`src/hw/rv_ctrl_pkg.sv`:
```
// control-side enums and the decoded control word
package rv_ctrl_pkg;

  //////////////////////////////////////////////////////////
  // alu and operand muxes
  //////////////////////////////////////////////////////////
  typedef enum logic [4:0] {
    ALU_ADD,
    ALU_SUB,
    ALU_XOR,
    ALU_OR,
    ALU_AND,
    ALU_SLL,
    ALU_SRL,
    ALU_SRA,
    ALU_SLTS,
    ALU_SLTU,
    ALU_EQ,    // branch compares from here
    ALU_NE,
    ALU_LTS,
    ALU_GES,
    ALU_LTU,
    ALU_GEU
  } alu_op_e;

  typedef enum logic [1:0] {
    OP_A_REG,
    OP_A_CURRPC,
    OP_A_IMM
  } op_a_sel_e;

  typedef enum logic {
    OP_B_REG,
    OP_B_IMM
  } op_b_sel_e;

  typedef enum logic {
    IMM_A_ZERO,
    IMM_A_Z     // rs1 field as zero-extended imm
  } imm_a_sel_e;

  typedef enum logic [1:0] {
    IMM_B_I,
    IMM_B_S,
    IMM_B_U,
    IMM_B_PCINCR  // constant 4 for link address
  } imm_b_sel_e;

  //////////////////////////////////////////////////////////
  // mul/div, csr, memory
  //////////////////////////////////////////////////////////
  typedef enum logic [1:0] {
    MD_MULL,
    MD_MULH,
    MD_DIV,
    MD_REM
  } md_op_e;

  typedef enum logic [1:0] {
    CSR_NONE,
    CSR_WRITE,
    CSR_SET,
    CSR_CLEAR
  } csr_op_e;

  typedef enum logic [1:0] {
    MEM_WORD = 2'b00,
    MEM_HALF = 2'b01,
    MEM_BYTE = 2'b10
  } mem_type_e;

  // full decoded control word of 32 bits
  typedef struct packed {
    alu_op_e    alu_op;
    op_a_sel_e  op_a_sel;
    op_b_sel_e  op_b_sel;
    imm_a_sel_e imm_a_sel;
    imm_b_sel_e imm_b_sel;
    logic       md_en;
    md_op_e     md_op;
    logic [1:0] md_signed;     // {op_b signed, op_a signed}
    logic       rf_we;
    logic       csr_access;
    csr_op_e    csr_op;
    logic       mem_req;
    logic       mem_we;
    mem_type_e  mem_type;
    logic       mem_sign_ext;
    logic       jump;
    logic       branch;
    logic       illegal;
    logic       ecall;
    logic       ebreak;
    logic       mret;
    logic       wfi;
  } rv_ctrl_t;

endpackage

```
`src/hw/rv_isa_pkg.sv`:
```
// rv32 isa definitions: opcodes, format views, instruction union, classified queue entry
package rv_isa_pkg;

  localparam int XLEN = 32;  // instruction width

  //////////////////////////////////////////////////////////
  // major opcodes
  //////////////////////////////////////////////////////////
  typedef enum logic [6:0] {
    OPC_LUI    = 7'b0110111,
    OPC_AUIPC  = 7'b0010111,
    OPC_JAL    = 7'b1101111,
    OPC_JALR   = 7'b1100111,
    OPC_BRANCH = 7'b1100011,
    OPC_LOAD   = 7'b0000011,
    OPC_STORE  = 7'b0100011,
    OPC_OP_IMM = 7'b0010011,
    OPC_OP     = 7'b0110011,
    OPC_SYSTEM = 7'b1110011
  } opcode_e;

  //////////////////////////////////////////////////////////
  // format views, msb first
  //////////////////////////////////////////////////////////
  typedef struct packed {
    logic [6:0] funct7;
    logic [4:0] rs2;
    logic [4:0] rs1;
    logic [2:0] funct3;
    logic [4:0] rd;
    logic [6:0] opcode;
  } r_fmt_t;

  typedef struct packed {
    logic [11:0] imm12;  // also funct12 on system
    logic [4:0]  rs1;
    logic [2:0]  funct3;
    logic [4:0]  rd;
    logic [6:0]  opcode;
  } i_fmt_t;

  typedef struct packed {
    logic [6:0] imm_hi;
    logic [4:0] rs2;
    logic [4:0] rs1;
    logic [2:0] funct3;
    logic [4:0] imm_lo;
    logic [6:0] opcode;
  } s_fmt_t;

  typedef struct packed {
    logic [19:0] imm20;
    logic [4:0]  rd;
    logic [6:0]  opcode;
  } u_fmt_t;

  // one instruction word, read through whichever format fits
  typedef union packed {
    r_fmt_t r_fmt;
    i_fmt_t i_fmt;
    s_fmt_t s_fmt;
    u_fmt_t u_fmt;
  } insn_u;

  // opcode class tag, set once by the classifier
  typedef enum logic [3:0] {
    CLS_LUI,
    CLS_AUIPC,
    CLS_JAL,
    CLS_JALR,
    CLS_BRANCH,
    CLS_LOAD,
    CLS_STORE,
    CLS_OP_IMM,
    CLS_OP,
    CLS_SYSTEM,
    CLS_ILLEGAL
  } insn_class_e;

  typedef struct packed {
    insn_u       insn;  // raw word
    insn_class_e cls;   // its class
  } class_insn_t;

endpackage

```
`src/hw/ctrl_decoder.sv`:
```
// funct-level decoder producing the registered control word
`timescale 1ns/100ps

module ctrl_decoder import rv_isa_pkg::*; import rv_ctrl_pkg::*; (
  input  logic        clk,
  input  logic        arst_n_i,
  input  logic        q_valid_i,
  input  class_insn_t q_insn_i,
  input  logic        stall_i,       // holds the queue
  output logic        pop_o,
  output logic        ctrl_valid_o,
  output rv_ctrl_t    ctrl_o
);

  insn_u      insn;
  logic [2:0] funct3;
  logic [6:0] funct7;
  logic [11:0] funct12;
  logic [2:0] st_funct3;
  rv_ctrl_t   ctrl_d;

  assign insn      = q_insn_i.insn;
  assign funct3    = insn.r_fmt.funct3;
  assign funct7    = insn.r_fmt.funct7;
  assign funct12   = insn.i_fmt.imm12;   // system funct12
  assign st_funct3 = insn.s_fmt.funct3;
  assign pop_o     = q_valid_i & ~stall_i;

  //////////////////////////////////////////////////////////
  // decode
  //////////////////////////////////////////////////////////
  always_comb begin
    // defaults are reg/reg operands, I imm, word access and nothing enabled
    ctrl_d        = '0;
    ctrl_d.alu_op = ALU_SLTU;

    unique case (q_insn_i.cls)
      CLS_JAL,
      CLS_JALR: begin              // link address pc+4 only
        ctrl_d.jump      = 1'b1;
        ctrl_d.op_a_sel  = OP_A_CURRPC;
        ctrl_d.op_b_sel  = OP_B_IMM;
        ctrl_d.imm_b_sel = IMM_B_PCINCR;
        ctrl_d.alu_op    = ALU_ADD;
        ctrl_d.rf_we     = 1'b1;
        if (q_insn_i.cls == CLS_JALR && funct3 != 3'b000)
          ctrl_d.illegal = 1'b1;
      end

      CLS_BRANCH: begin
        ctrl_d.branch = 1'b1;        // compare rs1/rs2
        unique case (funct3)
          3'b000:  ctrl_d.alu_op = ALU_EQ;
          3'b001:  ctrl_d.alu_op = ALU_NE;
          3'b100:  ctrl_d.alu_op = ALU_LTS;
          3'b101:  ctrl_d.alu_op = ALU_GES;
          3'b110:  ctrl_d.alu_op = ALU_LTU;
          3'b111:  ctrl_d.alu_op = ALU_GEU;
          default: ctrl_d.illegal = 1'b1;
        endcase
      end

      CLS_LOAD: begin
        ctrl_d.mem_req      = 1'b1;
        ctrl_d.rf_we        = 1'b1;
        ctrl_d.alu_op       = ALU_ADD;   // address = rs1 + imm
        ctrl_d.op_b_sel     = OP_B_IMM;
        ctrl_d.mem_sign_ext = ~funct3[2];
        unique case (funct3)
          3'b000, 3'b100: ctrl_d.mem_type = MEM_BYTE;
          3'b001, 3'b101: ctrl_d.mem_type = MEM_HALF;
          3'b010:         ctrl_d.mem_type = MEM_WORD;
          default:        ctrl_d.illegal  = 1'b1;  // ld and custom loads
        endcase
      end

      CLS_STORE: begin
        ctrl_d.mem_req   = 1'b1;
        ctrl_d.mem_we    = 1'b1;
        ctrl_d.alu_op    = ALU_ADD;
        ctrl_d.op_b_sel  = OP_B_IMM;
        ctrl_d.imm_b_sel = IMM_B_S;
        if (st_funct3[2])
          ctrl_d.illegal = 1'b1;        // no reg-offset store
        unique case (st_funct3[1:0])
          2'b00:   ctrl_d.mem_type = MEM_BYTE;
          2'b01:   ctrl_d.mem_type = MEM_HALF;
          2'b10:   ctrl_d.mem_type = MEM_WORD;
          default: ctrl_d.illegal  = 1'b1;
        endcase
      end

      CLS_LUI: begin                  // 0 + U imm
        ctrl_d.op_a_sel  = OP_A_IMM;
        ctrl_d.op_b_sel  = OP_B_IMM;
        ctrl_d.imm_a_sel = IMM_A_ZERO;
        ctrl_d.imm_b_sel = IMM_B_U;
        ctrl_d.alu_op    = ALU_ADD;
        ctrl_d.rf_we     = 1'b1;
      end

      CLS_AUIPC: begin                // pc + U imm
        ctrl_d.op_a_sel  = OP_A_CURRPC;
        ctrl_d.op_b_sel  = OP_B_IMM;
        ctrl_d.imm_b_sel = IMM_B_U;
        ctrl_d.alu_op    = ALU_ADD;
        ctrl_d.rf_we     = 1'b1;
      end

      CLS_OP_IMM: begin
        ctrl_d.op_b_sel = OP_B_IMM;
        ctrl_d.rf_we    = 1'b1;
        unique case (funct3)
          3'b000: ctrl_d.alu_op = ALU_ADD;
          3'b010: ctrl_d.alu_op = ALU_SLTS;
          3'b011: ctrl_d.alu_op = ALU_SLTU;
          3'b100: ctrl_d.alu_op = ALU_XOR;
          3'b110: ctrl_d.alu_op = ALU_OR;
          3'b111: ctrl_d.alu_op = ALU_AND;
          3'b001: begin
            ctrl_d.alu_op = ALU_SLL;
            if (funct7 != 7'h00)
              ctrl_d.illegal = 1'b1;   // shamt[5] or junk
          end
          default: begin               // 101 is srli/srai
            if (funct7 == 7'h00)
              ctrl_d.alu_op = ALU_SRL;
            else if (funct7 == 7'h20)
              ctrl_d.alu_op = ALU_SRA;
            else
              ctrl_d.illegal = 1'b1;
          end
        endcase
      end

      CLS_OP: begin
        ctrl_d.rf_we = 1'b1;
        unique case (funct7)
          7'h00: begin
            unique case (funct3)
              3'b000: ctrl_d.alu_op = ALU_ADD;
              3'b001: ctrl_d.alu_op = ALU_SLL;
              3'b010: ctrl_d.alu_op = ALU_SLTS;
              3'b011: ctrl_d.alu_op = ALU_SLTU;
              3'b100: ctrl_d.alu_op = ALU_XOR;
              3'b101: ctrl_d.alu_op = ALU_SRL;
              3'b110: ctrl_d.alu_op = ALU_OR;
              default: ctrl_d.alu_op = ALU_AND;
            endcase
          end
          7'h20: begin
            if (funct3 == 3'b000)
              ctrl_d.alu_op = ALU_SUB;
            else if (funct3 == 3'b101)
              ctrl_d.alu_op = ALU_SRA;
            else
              ctrl_d.illegal = 1'b1;
          end
          7'h01: begin                 // rv32m
            ctrl_d.md_en  = 1'b1;
            ctrl_d.alu_op = ALU_ADD;
            unique case (funct3)
              3'b000:                 ctrl_d.md_op = MD_MULL;
              3'b001, 3'b010, 3'b011: ctrl_d.md_op = MD_MULH;
              3'b100, 3'b101:         ctrl_d.md_op = MD_DIV;
              default:                ctrl_d.md_op = MD_REM;
            endcase
            unique case (funct3)
              3'b001, 3'b100, 3'b110: ctrl_d.md_signed = 2'b11;  // mulh div rem
              3'b010:                 ctrl_d.md_signed = 2'b01;  // mulhsu
              default:                ctrl_d.md_signed = 2'b00;  // mul and unsigned forms
            endcase
          end
          default: ctrl_d.illegal = 1'b1;
        endcase
      end

      CLS_SYSTEM: begin
        if (funct3 == 3'b000) begin
          unique case (funct12)
            12'h000: ctrl_d.ecall  = 1'b1;
            12'h001: ctrl_d.ebreak = 1'b1;
            12'h302: ctrl_d.mret   = 1'b1;
            12'h105: ctrl_d.wfi    = 1'b1;
            default: ctrl_d.illegal = 1'b1;
          endcase
        end else begin
          // csr read/modify with the address in the I imm
          ctrl_d.csr_access = 1'b1;
          ctrl_d.rf_we      = 1'b1;
          ctrl_d.op_b_sel   = OP_B_IMM;
          ctrl_d.imm_a_sel  = IMM_A_Z;
          ctrl_d.op_a_sel   = funct3[2] ? OP_A_IMM : OP_A_REG;
          unique case (funct3[1:0])
            2'b01:   ctrl_d.csr_op  = CSR_WRITE;
            2'b10:   ctrl_d.csr_op  = CSR_SET;
            2'b11:   ctrl_d.csr_op  = CSR_CLEAR;
            default: ctrl_d.illegal = 1'b1;
          endcase
        end
      end

      default: ctrl_d.illegal = 1'b1;  // classifier gave up
    endcase

    // an illegal word must not change any state
    if (ctrl_d.illegal) begin
      ctrl_d.rf_we   = 1'b0;
      ctrl_d.mem_req = 1'b0;
      ctrl_d.md_en   = 1'b0;
      ctrl_d.jump    = 1'b0;
      ctrl_d.branch  = 1'b0;
      ctrl_d.csr_op  = CSR_NONE;
    end
  end

  //////////////////////////////////////////////////////////
  // output register
  //////////////////////////////////////////////////////////
  always_ff @(posedge clk or negedge arst_n_i) begin
    if (!arst_n_i) begin
      ctrl_valid_o <= 1'b0;
      ctrl_o       <= '0;
    end else begin
      ctrl_valid_o <= pop_o;
      if (pop_o)
        ctrl_o <= ctrl_d;             // held otherwise
    end
  end

  // no illegal write-back on the registered word
  a_illegal_no_we: assert property (
    @(posedge clk) disable iff (!arst_n_i)
    !(ctrl_o.illegal && ctrl_o.rf_we)
  ) else $error("ctrl_decoder: illegal word with rf_we on ctrl_o");

endmodule

```
`src/hw/insn_classifier.sv`:
```
// instruction input register with major-opcode classification
`timescale 1ns/100ps

module insn_classifier import rv_isa_pkg::*; (
  input  logic        clk,
  input  logic        arst_n_i,
  input  logic        instr_valid_i,  // one strobe per word
  input  insn_u       instr_i,
  output logic        cls_valid_o,    // push strobe to queue
  output class_insn_t cls_insn_o
);

  insn_class_e cls_d;
  logic [6:0]  opcode;

  assign opcode = instr_i.u_fmt.opcode;  // same bits in every view

  //////////////////////////////////////////////////////////
  // opcode to class
  //////////////////////////////////////////////////////////
  always_comb begin
    cls_d = CLS_ILLEGAL;  // unknown or compressed space
    if (opcode[1:0] == 2'b11) begin
      case (opcode)
        OPC_LUI:    cls_d = CLS_LUI;
        OPC_AUIPC:  cls_d = CLS_AUIPC;
        OPC_JAL:    cls_d = CLS_JAL;
        OPC_JALR:   cls_d = CLS_JALR;
        OPC_BRANCH: cls_d = CLS_BRANCH;
        OPC_LOAD:   cls_d = CLS_LOAD;
        OPC_STORE:  cls_d = CLS_STORE;
        OPC_OP_IMM: cls_d = CLS_OP_IMM;
        OPC_OP:     cls_d = CLS_OP;
        OPC_SYSTEM: cls_d = CLS_SYSTEM;
        default:    cls_d = CLS_ILLEGAL;
      endcase
    end
  end

  //////////////////////////////////////////////////////////
  // registers
  //////////////////////////////////////////////////////////
  always_ff @(posedge clk or negedge arst_n_i) begin
    if (!arst_n_i) begin
      cls_valid_o <= 1'b0;
    end else begin
      cls_valid_o <= instr_valid_i;  // latency 1
    end
  end

  // payload only, loaded on a strobe
  always_ff @(posedge clk) begin
    if (instr_valid_i) begin
      cls_insn_o.insn <= instr_i;
      cls_insn_o.cls  <= cls_d;
    end
  end

endmodule

```
`src/hw/insn_queue.sv`:
```
// in-order fwft queue of classified instructions
`timescale 1ns/100ps

module insn_queue import rv_isa_pkg::*; #(
  parameter int QUEUE_DEPTH = 4  // power of two, >= 2
) (
  input  logic        clk,
  input  logic        arst_n_i,
  input  logic        push_i,
  input  class_insn_t push_data_i,
  input  logic        pop_i,
  output logic        valid_o,      // level, not empty
  output class_insn_t data_o,       // head entry
  output logic        full_o
);

  localparam int PTR_W = $clog2(QUEUE_DEPTH);

  class_insn_t      mem [QUEUE_DEPTH];
  logic [PTR_W-1:0] wr_ptr;
  logic [PTR_W-1:0] rd_ptr;
  logic [PTR_W:0]   count;          // one extra bit for full
  logic             push_ok;
  logic             pop_ok;

  assign valid_o = (count != '0);
  assign full_o  = (count == (PTR_W+1)'(QUEUE_DEPTH));
  assign push_ok = push_i & ~full_o;  // overflow is dropped
  assign pop_ok  = pop_i & valid_o;
  assign data_o  = mem[rd_ptr];       // fall-through read

  //////////////////////////////////////////////////////////
  // storage
  //////////////////////////////////////////////////////////
  always_ff @(posedge clk) begin
    if (push_ok) begin
      mem[wr_ptr] <= push_data_i;
    end
  end

  //////////////////////////////////////////////////////////
  // pointers and occupancy
  //////////////////////////////////////////////////////////
  always_ff @(posedge clk or negedge arst_n_i) begin
    if (!arst_n_i) begin
      wr_ptr <= '0;
      rd_ptr <= '0;
      count  <= '0;
    end else begin
      if (push_ok) wr_ptr <= wr_ptr + 1'b1;  // wraps at depth
      if (pop_ok)  rd_ptr <= rd_ptr + 1'b1;
      case ({push_ok, pop_ok})
        2'b10:   count <= count + 1'b1;
        2'b01:   count <= count - 1'b1;
        default: count <= count;           // both or neither
      endcase
    end
  end

  // source must respect full with its slack
  a_no_push_full: assert property (
    @(posedge clk) disable iff (!arst_n_i) !(push_i && full_o)
  ) else $error("insn_queue: push while full, entry dropped");

  // decoder only pops on a valid head
  a_no_pop_empty: assert property (
    @(posedge clk) disable iff (!arst_n_i) !(pop_i && !valid_o)
  ) else $error("insn_queue: pop while empty");

endmodule

```
`src/hw/rv_decode_stage.sv`:
```
// decode stage top: classifier, instruction queue and control decoder
`timescale 1ns/100ps

module rv_decode_stage import rv_isa_pkg::*; import rv_ctrl_pkg::*; #(
  parameter int QUEUE_DEPTH = 4
) (
  input  logic     clk,
  input  logic     arst_n_i,
  input  logic     instr_valid_i,
  input  insn_u    instr_i,
  input  logic     stall_i,
  output logic     ctrl_valid_o,  // min 3 cycles after instr_valid_i
  output rv_ctrl_t ctrl_o,
  output logic     queue_full_o
);

  logic        cls_valid;
  class_insn_t cls_insn;
  logic        q_valid;
  class_insn_t q_insn;
  logic        q_pop;

  insn_classifier u_classifier (
    .clk           (clk),
    .arst_n_i      (arst_n_i),
    .instr_valid_i (instr_valid_i),
    .instr_i       (instr_i),
    .cls_valid_o   (cls_valid),
    .cls_insn_o    (cls_insn)
  );

  insn_queue #(
    .QUEUE_DEPTH (QUEUE_DEPTH)
  ) u_queue (
    .clk         (clk),
    .arst_n_i    (arst_n_i),
    .push_i      (cls_valid),
    .push_data_i (cls_insn),
    .pop_i       (q_pop),
    .valid_o     (q_valid),
    .data_o      (q_insn),
    .full_o      (queue_full_o)
  );

  ctrl_decoder u_decoder (
    .clk          (clk),
    .arst_n_i     (arst_n_i),
    .q_valid_i    (q_valid),
    .q_insn_i     (q_insn),
    .stall_i      (stall_i),
    .pop_o        (q_pop),
    .ctrl_valid_o (ctrl_valid_o),
    .ctrl_o       (ctrl_o)
  );

endmodule

```
`config.mk`:
```
export PLATFORM = sky130hd
export DESIGN_NAME = rv_decode_stage
export DESIGN_NICKNAME = d
export VERILOG_FILES = /design/src/hw/rv_ctrl_pkg.sv /design/src/hw/rv_isa_pkg.sv /design/src/hw/ctrl_decoder.sv /design/src/hw/insn_classifier.sv /design/src/hw/insn_queue.sv /design/src/hw/rv_decode_stage.sv
export SDC_FILE = /design/constraint.sdc
export NUM_CORES = 1
export LEC_CHECK = 0
export ABC_AREA = 1
export BUFFER_PORTS_ARGS = -buffer_cell sky130_fd_sc_hd__buf_2
export CAP_MARGIN = 20
export CORE_ASPECT_RATIO = 1.5
export CORE_UTILIZATION = 37
export DETAILED_ROUTE_END_ITERATION = 8
export MAX_ROUTING_LAYER = met4
export SYNTH_ARGS = -nofsm -noshare
export SYNTH_HDL_FRONTEND = slang
export SYNTH_HIERARCHICAL = 1
export SYNTH_SLANG_ARGS = --single-unit
```
`constraint.sdc`:
```
create_clock -name clk -period 2.6 [get_ports clk]
set_input_delay 0.26 -clock clk [delete_from_list [all_inputs] [get_ports clk]]
set_output_delay 0.26 -clock clk [all_outputs]
set_load 0.05 [all_outputs]
```
==> results of run 1 <==
==> final cells by class <==
cell class,count,area [um2]
clock buffers,17,425.4
clock inverters,15,151.4
fillers,1540,8909
inverters,95,360.3
multi-input cells,348,1857
flip-flops and latches,134,3829
well taps,206,257.7
repair buffers,85,543.0
==> cells in the final DEF, fill, tap and decap left out, types with 2 or more instances in the layout <==
| master | count |
|---|---|
| buf_2 | 58 |
| o211ai_2 | 21 |
| nor2_1 | 43 |
| nor2_2 | 8 |
| a21oi_1 | 9 |
| o21ai_1 | 7 |
| dfrtp_1 | 39 |
| buf_4 | 15 |
| clkbuf_16 | 17 |
| nand2_2 | 7 |
| inv_8 | 6 |
| clkinv_4 | 3 |
| inv_6 | 3 |
| o21ai_0 | 15 |
| buf_12 | 2 |
| inv_2 | 13 |
| o211ai_1 | 18 |
| nor2_4 | 3 |
| nand4_1 | 3 |
| clkinvlp_4 | 2 |
| dlygate4sd3_1 | 10 |
| o31ai_1 | 3 |
| inv_1 | 79 |
| nand3_2 | 2 |
| o21ai_2 | 2 |
| nor3_1 | 3 |
| edfxtp_1 | 95 |
| nand3_1 | 30 |
| ha_1 | 5 |
| a21oi_2 | 2 |
| nand2_1 | 155 |
==> routing by layer <==
metal	share of wire (%)	vias to the layer above	global-route usage, %
met5	0	-	-
met2	54	96	28.78
met4	2.4	0	7.347
met1	41	2023	17.29
met3	2.8	20	2.785
li1	-	2151	-
==> sequential cells by signal (all words and copies together) (netlist names) <==
name and cells:
u_classifier/cls_insn_o 19, u_classifier/cls_valid_o 1, u_decoder/ctrl_o 30, u_decoder/ctrl_valid_o 1
u_queue/count 3, u_queue/mem 76, u_queue/rd_ptr 2, u_queue/wr_ptr 2
==> power by group through the flow <==
stage / combinational [mW] / clock, mW / sequential (mW)
after detailed placement: 3.89 / 0 / 3.02
after global placement: 3.82 / 0 / 3.00
after CTS: 3.91 / 2.37 / 2.98
final: 3.87 / 2.31 / 2.98
after global routing: 4.31 / 2.46 / 3.02
after floorplan: 2.57 / 0 / 3.44
==> worst paths after layout <==
| path | slack (ns) | endpoint | start |
|---|---|---|---|
| setup / recovery | 0.25 | u_decoder/ctrl_o[18]$_DFFE_PN0P_ | u_queue/rd_ptr[0]$_DFFE_PN0P_ |
| hold / removal | 0.02 | u_classifier/cls_insn_o[28]$_DFFE_PP_ | instr_i[24] |
| setup reg to reg | 0.25 | u_decoder/ctrl_o[18]$_DFFE_PN0P_ | u_queue/rd_ptr[0]$_DFFE_PN0P_ |
| hold reg to reg | 0.48 | u_decoder/ctrl_o[9]$_DFFE_PN0P_ | u_decoder/ctrl_o[9]$_DFFE_PN0P_ |
| max in group asynchronous | 1.55 | u_decoder/ctrl_o[1]$_DFFE_PN0P_ | arst_n_i |
| min in group asynchronous | 0.51 | u_decoder/ctrl_valid_o$_DFF_PN0_ | arst_n_i |
==> what timing repair did <==
item | CTS | global route
hold endpoints to repair | 48 | 0
hold buffers | 10 | 0
resized for setup | 0 | 2
endpoints found under the setup margin | 0 | 2
==> worst register-to-register path: stages (launching register included) <==
cell      delay [ns]
dfrtp_1         0.42
inv_4           0.20
buf_4           0.19
nand2_1         0.06
o211ai_2        0.06
nand2_1         0.22
nor2_4          0.21
nand3_1         0.18
inv_2           0.16
nand3_2         0.14
nor2_2          0.15
inv_2           0.06
o31ai_1         0.20
==> results.ini, run 1 <==
[detailed_routing]
viasPerCell=4.767
drc=0
wl_um=12610
ant_nets=0
first_pass_iters=4
vias=4290
drt-initial-drc-count=192
avgRoutedWirePerCell_um=14.01

[pwr]
p_sw_share_pct=43.33
p_clk_share_pct=25.2
power_per_cell_area_mw_per_mm2=1233
p_switching_mw=3.967
p_leak_nw=3.348
intPower_mw=5.189
peakVddDrop_mv=0.6071
total_power_mw=9.156
p_comb_share_pct=42.3
p_seq_share_pct=32.5

[setup_path]
critPathTopFamily=simple AND/OR/NAND/NOR gates
reg2reg_depth=12
crit_required_ns=2.92
path_max_fanout=16
arrival_ns=2.67
path_buf_inv=4
end_kind=register
critPathLaunchType=register
crit_slowest_cell=dfrtp_1
crit_type=register to register
max_stage_delay_ns=0.42
crit_chain=inv_4 > buf_4 > nand2_1 > o211ai_2 > nand2_1 > nor2_4 > nand3_1 > inv_2 > nand3_2 > nor2_2 > inv_2 > o31ai_1
path_depth=12

[flow_run]
max-cap-violations=0

[layout]
diodes=0
finalCoreUtilization_pct=45.45
fin_area_mm2=0.007423
final_cells=900
drive_gt1_share_pct=24.50
area_delta_synth_final_pct=18.99
layout.nets=723

[global_routing]
grt_usage_pct=16.21
grt_pass1_vias=4329
antenna_found_initial=0
grt_pass1_wl_um=20810
grt.overflow.total=0
grt_max_degree=40

[sta]
hold_viol=0
whs_ns=0.02311
fin_crit_ns=2.349
setup_viol=0
worst_slack_ns=0.2513
tns_ns=0
slew_viol_final=0
clock-skew-final_ns=0.008538
maxSlewHeadroom_pct=42.37
rsz0062_at_grt=false
fmax_mhz=425.8
tightest_slew_ns=0.8644
fin_crit_sh_pct=90.34

[placement]
hpwl_um=9027
pre_cts_ws_ns=0.1552
dpl.cell_count=858
place_congestion=0.8431
port-buffer-count=58
placed_area_mm2=0.006744

[hold_path]
worstHoldPathCells=1
min_path_type=input port to register

[synthesis]
synth.avg_cell_area_um2=10.29
synth_area_mm2=0.006238
synth_warnings=6
syn_nets=648
syn_inst=606

[clock_network]
path_clk_slew_ns=0.07
cts_sinks=134
root_buffer=clkbuf_16
cts_max_level=4
cts_buffers=17
clockBufferDepth=2
clock_latency_ns=0.41
cts_tree=done
postCtsSetupBuffers=0

[run_status]
status=finished, final reports clean

[floorplanning]
initial_core_util_pct=38.20
die_y_um=161.0
rows=57
core_mm2=0.01633
die_w_um=108.0
ioPinCount=70
die_area_mm2=0.01739

Note: power is estimated with default switching activity, not from simulation.
==> run 2: changes to the inputs <==
Settings changed: CAP_MARGIN 20 to not set.
Clock period 2.6 ns to 2.3 ns, I/O delays scaled along.
==> results.ini, run 2 (same netlist as run 1, synthesis figures left out) <==
[run_status]
status=finished, final reports clean

[sta]
setup_viol=0
maxSlewHeadroom_pct=42.82
hold_viol=0
fmax_mhz=471.2
tns_ns=0
slew_viol_final=0
rsz0062_at_grt=true
fin_crit_ns=2.122
tightest_slew_ns=0.8576
clock-skew-final_ns=0.008450
worst_slack_ns=0.1778
fin_crit_sh_pct=92.27

[layout]
final_cells=917
diodes=0
drive_gt1_share_pct=27.00
ff_latch_area_mm2=0.003829
largest-register=u_queue/mem
fin_area_mm2=0.007697
area_delta_synth_final_pct=23.39
reg_top3=u_queue/mem: 76 flops, u_decoder/ctrl_o: 30 flops, u_classifier/cls_insn_o: 19 flops
fill_cells=1487
finalCoreUtilization_pct=47.13
layout.nets=740
layout.cells.most_common_list=nand2_1, edfxtp_1, inv_1, buf_2
largest_reg_flops=76
multi_input_area_mm2=0.001902
layout_commonest_cell=nand2_1

[clock_network]
root_buffer=clkbuf_16
cts_tree=done
clockBufferDepth=2
cts_buffers=17
path_clk_slew_ns=0.06
clock_latency_ns=0.41
cts_sinks=134
cts_max_level=4

[detailed_routing]
viasPerCell=4.749
ant_nets=0
vias=4355
first_pass_iters=5
drc=0
wl_um=13250
avgRoutedWirePerCell_um=14.45
drt-initial-drc-count=149

[global_routing]
grt.overflow.total=0
grt_pass1_wl_um=21040
grt_max_degree=40
antenna_found_initial=0
grt_pass1_vias=4411
grt_usage_pct=16.46

[floorplanning]
die_w_um=108.0
ioPinCount=70
initial_core_util_pct=38.20
die_y_um=161.0
rows=57
core_mm2=0.01633
die_area_mm2=0.01739

[setup_path]
crit_required_ns=2.61
crit_slowest_cell=dfrtp_1
crit_chain=inv_4 > clkbuf_16 > o211ai_1 > nand2_1 > nor2_2 > nand2_1 > nor2_2 > nand2_1 > nand2_1 > o21ai_1 > nand2_1 > nand2_4 > nand2_1 > nand2_1
reg2reg_depth=14
end_kind=register
path_max_fanout=19
path_buf_inv=2
arrival_ns=2.43
critPathLaunchType=register
critPathTopFamily=simple AND/OR/NAND/NOR gates
cpMostUsedCell=nand2_1
max_stage_delay_ns=0.41
crit_type=register to register
path_depth=14

[placement]
port-buffer-count=58
placed_area_mm2=0.006804
place_congestion=0.8471
pre_cts_ws_ns=0.01894
dpl.cell_count=866
hpwl_um=9206

[hold_path]
worstHoldPathCells=1
min_path_type=input port to register

[pwr]
p_switching_mw=4.580
p_comb_share_pct=42.9
p_sw_share_pct=41.36
peakVddDrop_mv=0.6627
p_clk_share_pct=26.6
p_leak_nw=3.475
p_seq_share_pct=30.5
intPower_mw=6.492
power_per_cell_area_mw_per_mm2=1438

[flow_run]
max-cap-violations=0

==> run 2: changes by cell type in the layout (fill, tap and decap cells not counted), sizes merged <==
cell,change
clkinvlp,-2
inv,-2
dlygate4sd3,+6
bufinv,+4
buf,+10
clkinv,-1
clkbuf,+2
==> run 2: layout make-up <==
class / count / share of cell area, %
timing repair buffer: 102 / 9.184
multi-input combinational: 348 / 24.71
clock buffer: 18 / 5.575
inverter: 95 / 4.681
sequential: 134 / 49.74
tap: 206 / 3.349
clock inverter: 14 / 2.763
==> run 2: metrics by stage <==
step	hold WS (ns)	total power [mW]
5_1_grt	0.2176	11.77
3_3_place_gp	0.3818	7.817
2_1_floorplan	-0.06559	6.802
6_report	0.1896	11.07
3_5_place_dp	0.3939	7.938
4_1_cts	0.2009	10.94
==> run 2: metal layers <==
layer	GRT usage [%]	part of all wire (%)
met1	16.86	41
met2	29.62	54
met3	3.834	3.3
met4	6.663	1.7
met5	-	0
==> run 2: final timing paths <==
check / from / to / slack [ns]
hold / removal: instr_valid_i / u_classifier/cls_valid_o$_DFF_PN0_ / 0.19
setup reg to reg: u_queue/rd_ptr[0]$_DFFE_PN0P_ / u_decoder/ctrl_o[4]$_DFFE_PN0P_ / 0.18
min in group asynchronous: arst_n_i / u_decoder/ctrl_o[26]$_DFFE_PN0P_ / 0.47
setup / recovery: u_queue/rd_ptr[0]$_DFFE_PN0P_ / u_decoder/ctrl_o[4]$_DFFE_PN0P_ / 0.18
hold reg to reg: u_decoder/ctrl_o[7]$_DFFE_PN0P_ / u_decoder/ctrl_o[7]$_DFFE_PN0P_ / 0.48
max in group asynchronous: arst_n_i / u_decoder/ctrl_o[1]$_DFFE_PN0P_ / 1.29
==> run 2: what timing repair did <==
item,CTS,global route
setup endpoints to repair,0,17
resized for setup,0,17
hold endpoints to repair,54,0
buffers inserted,0,2
hold buffers,16,0
==> run 2: power by group through the flow <==
stage | sequential [mW] | clock, mW | combinational [mW]
after floorplan | 3.89 | 0 | 2.91
after global placement | 3.39 | 0 | 4.43
after detailed placement | 3.43 | 0 | 4.51
after CTS | 3.38 | 3.00 | 4.55
after global routing | 3.43 | 3.12 | 5.22
final | 3.38 | 2.95 | 4.75
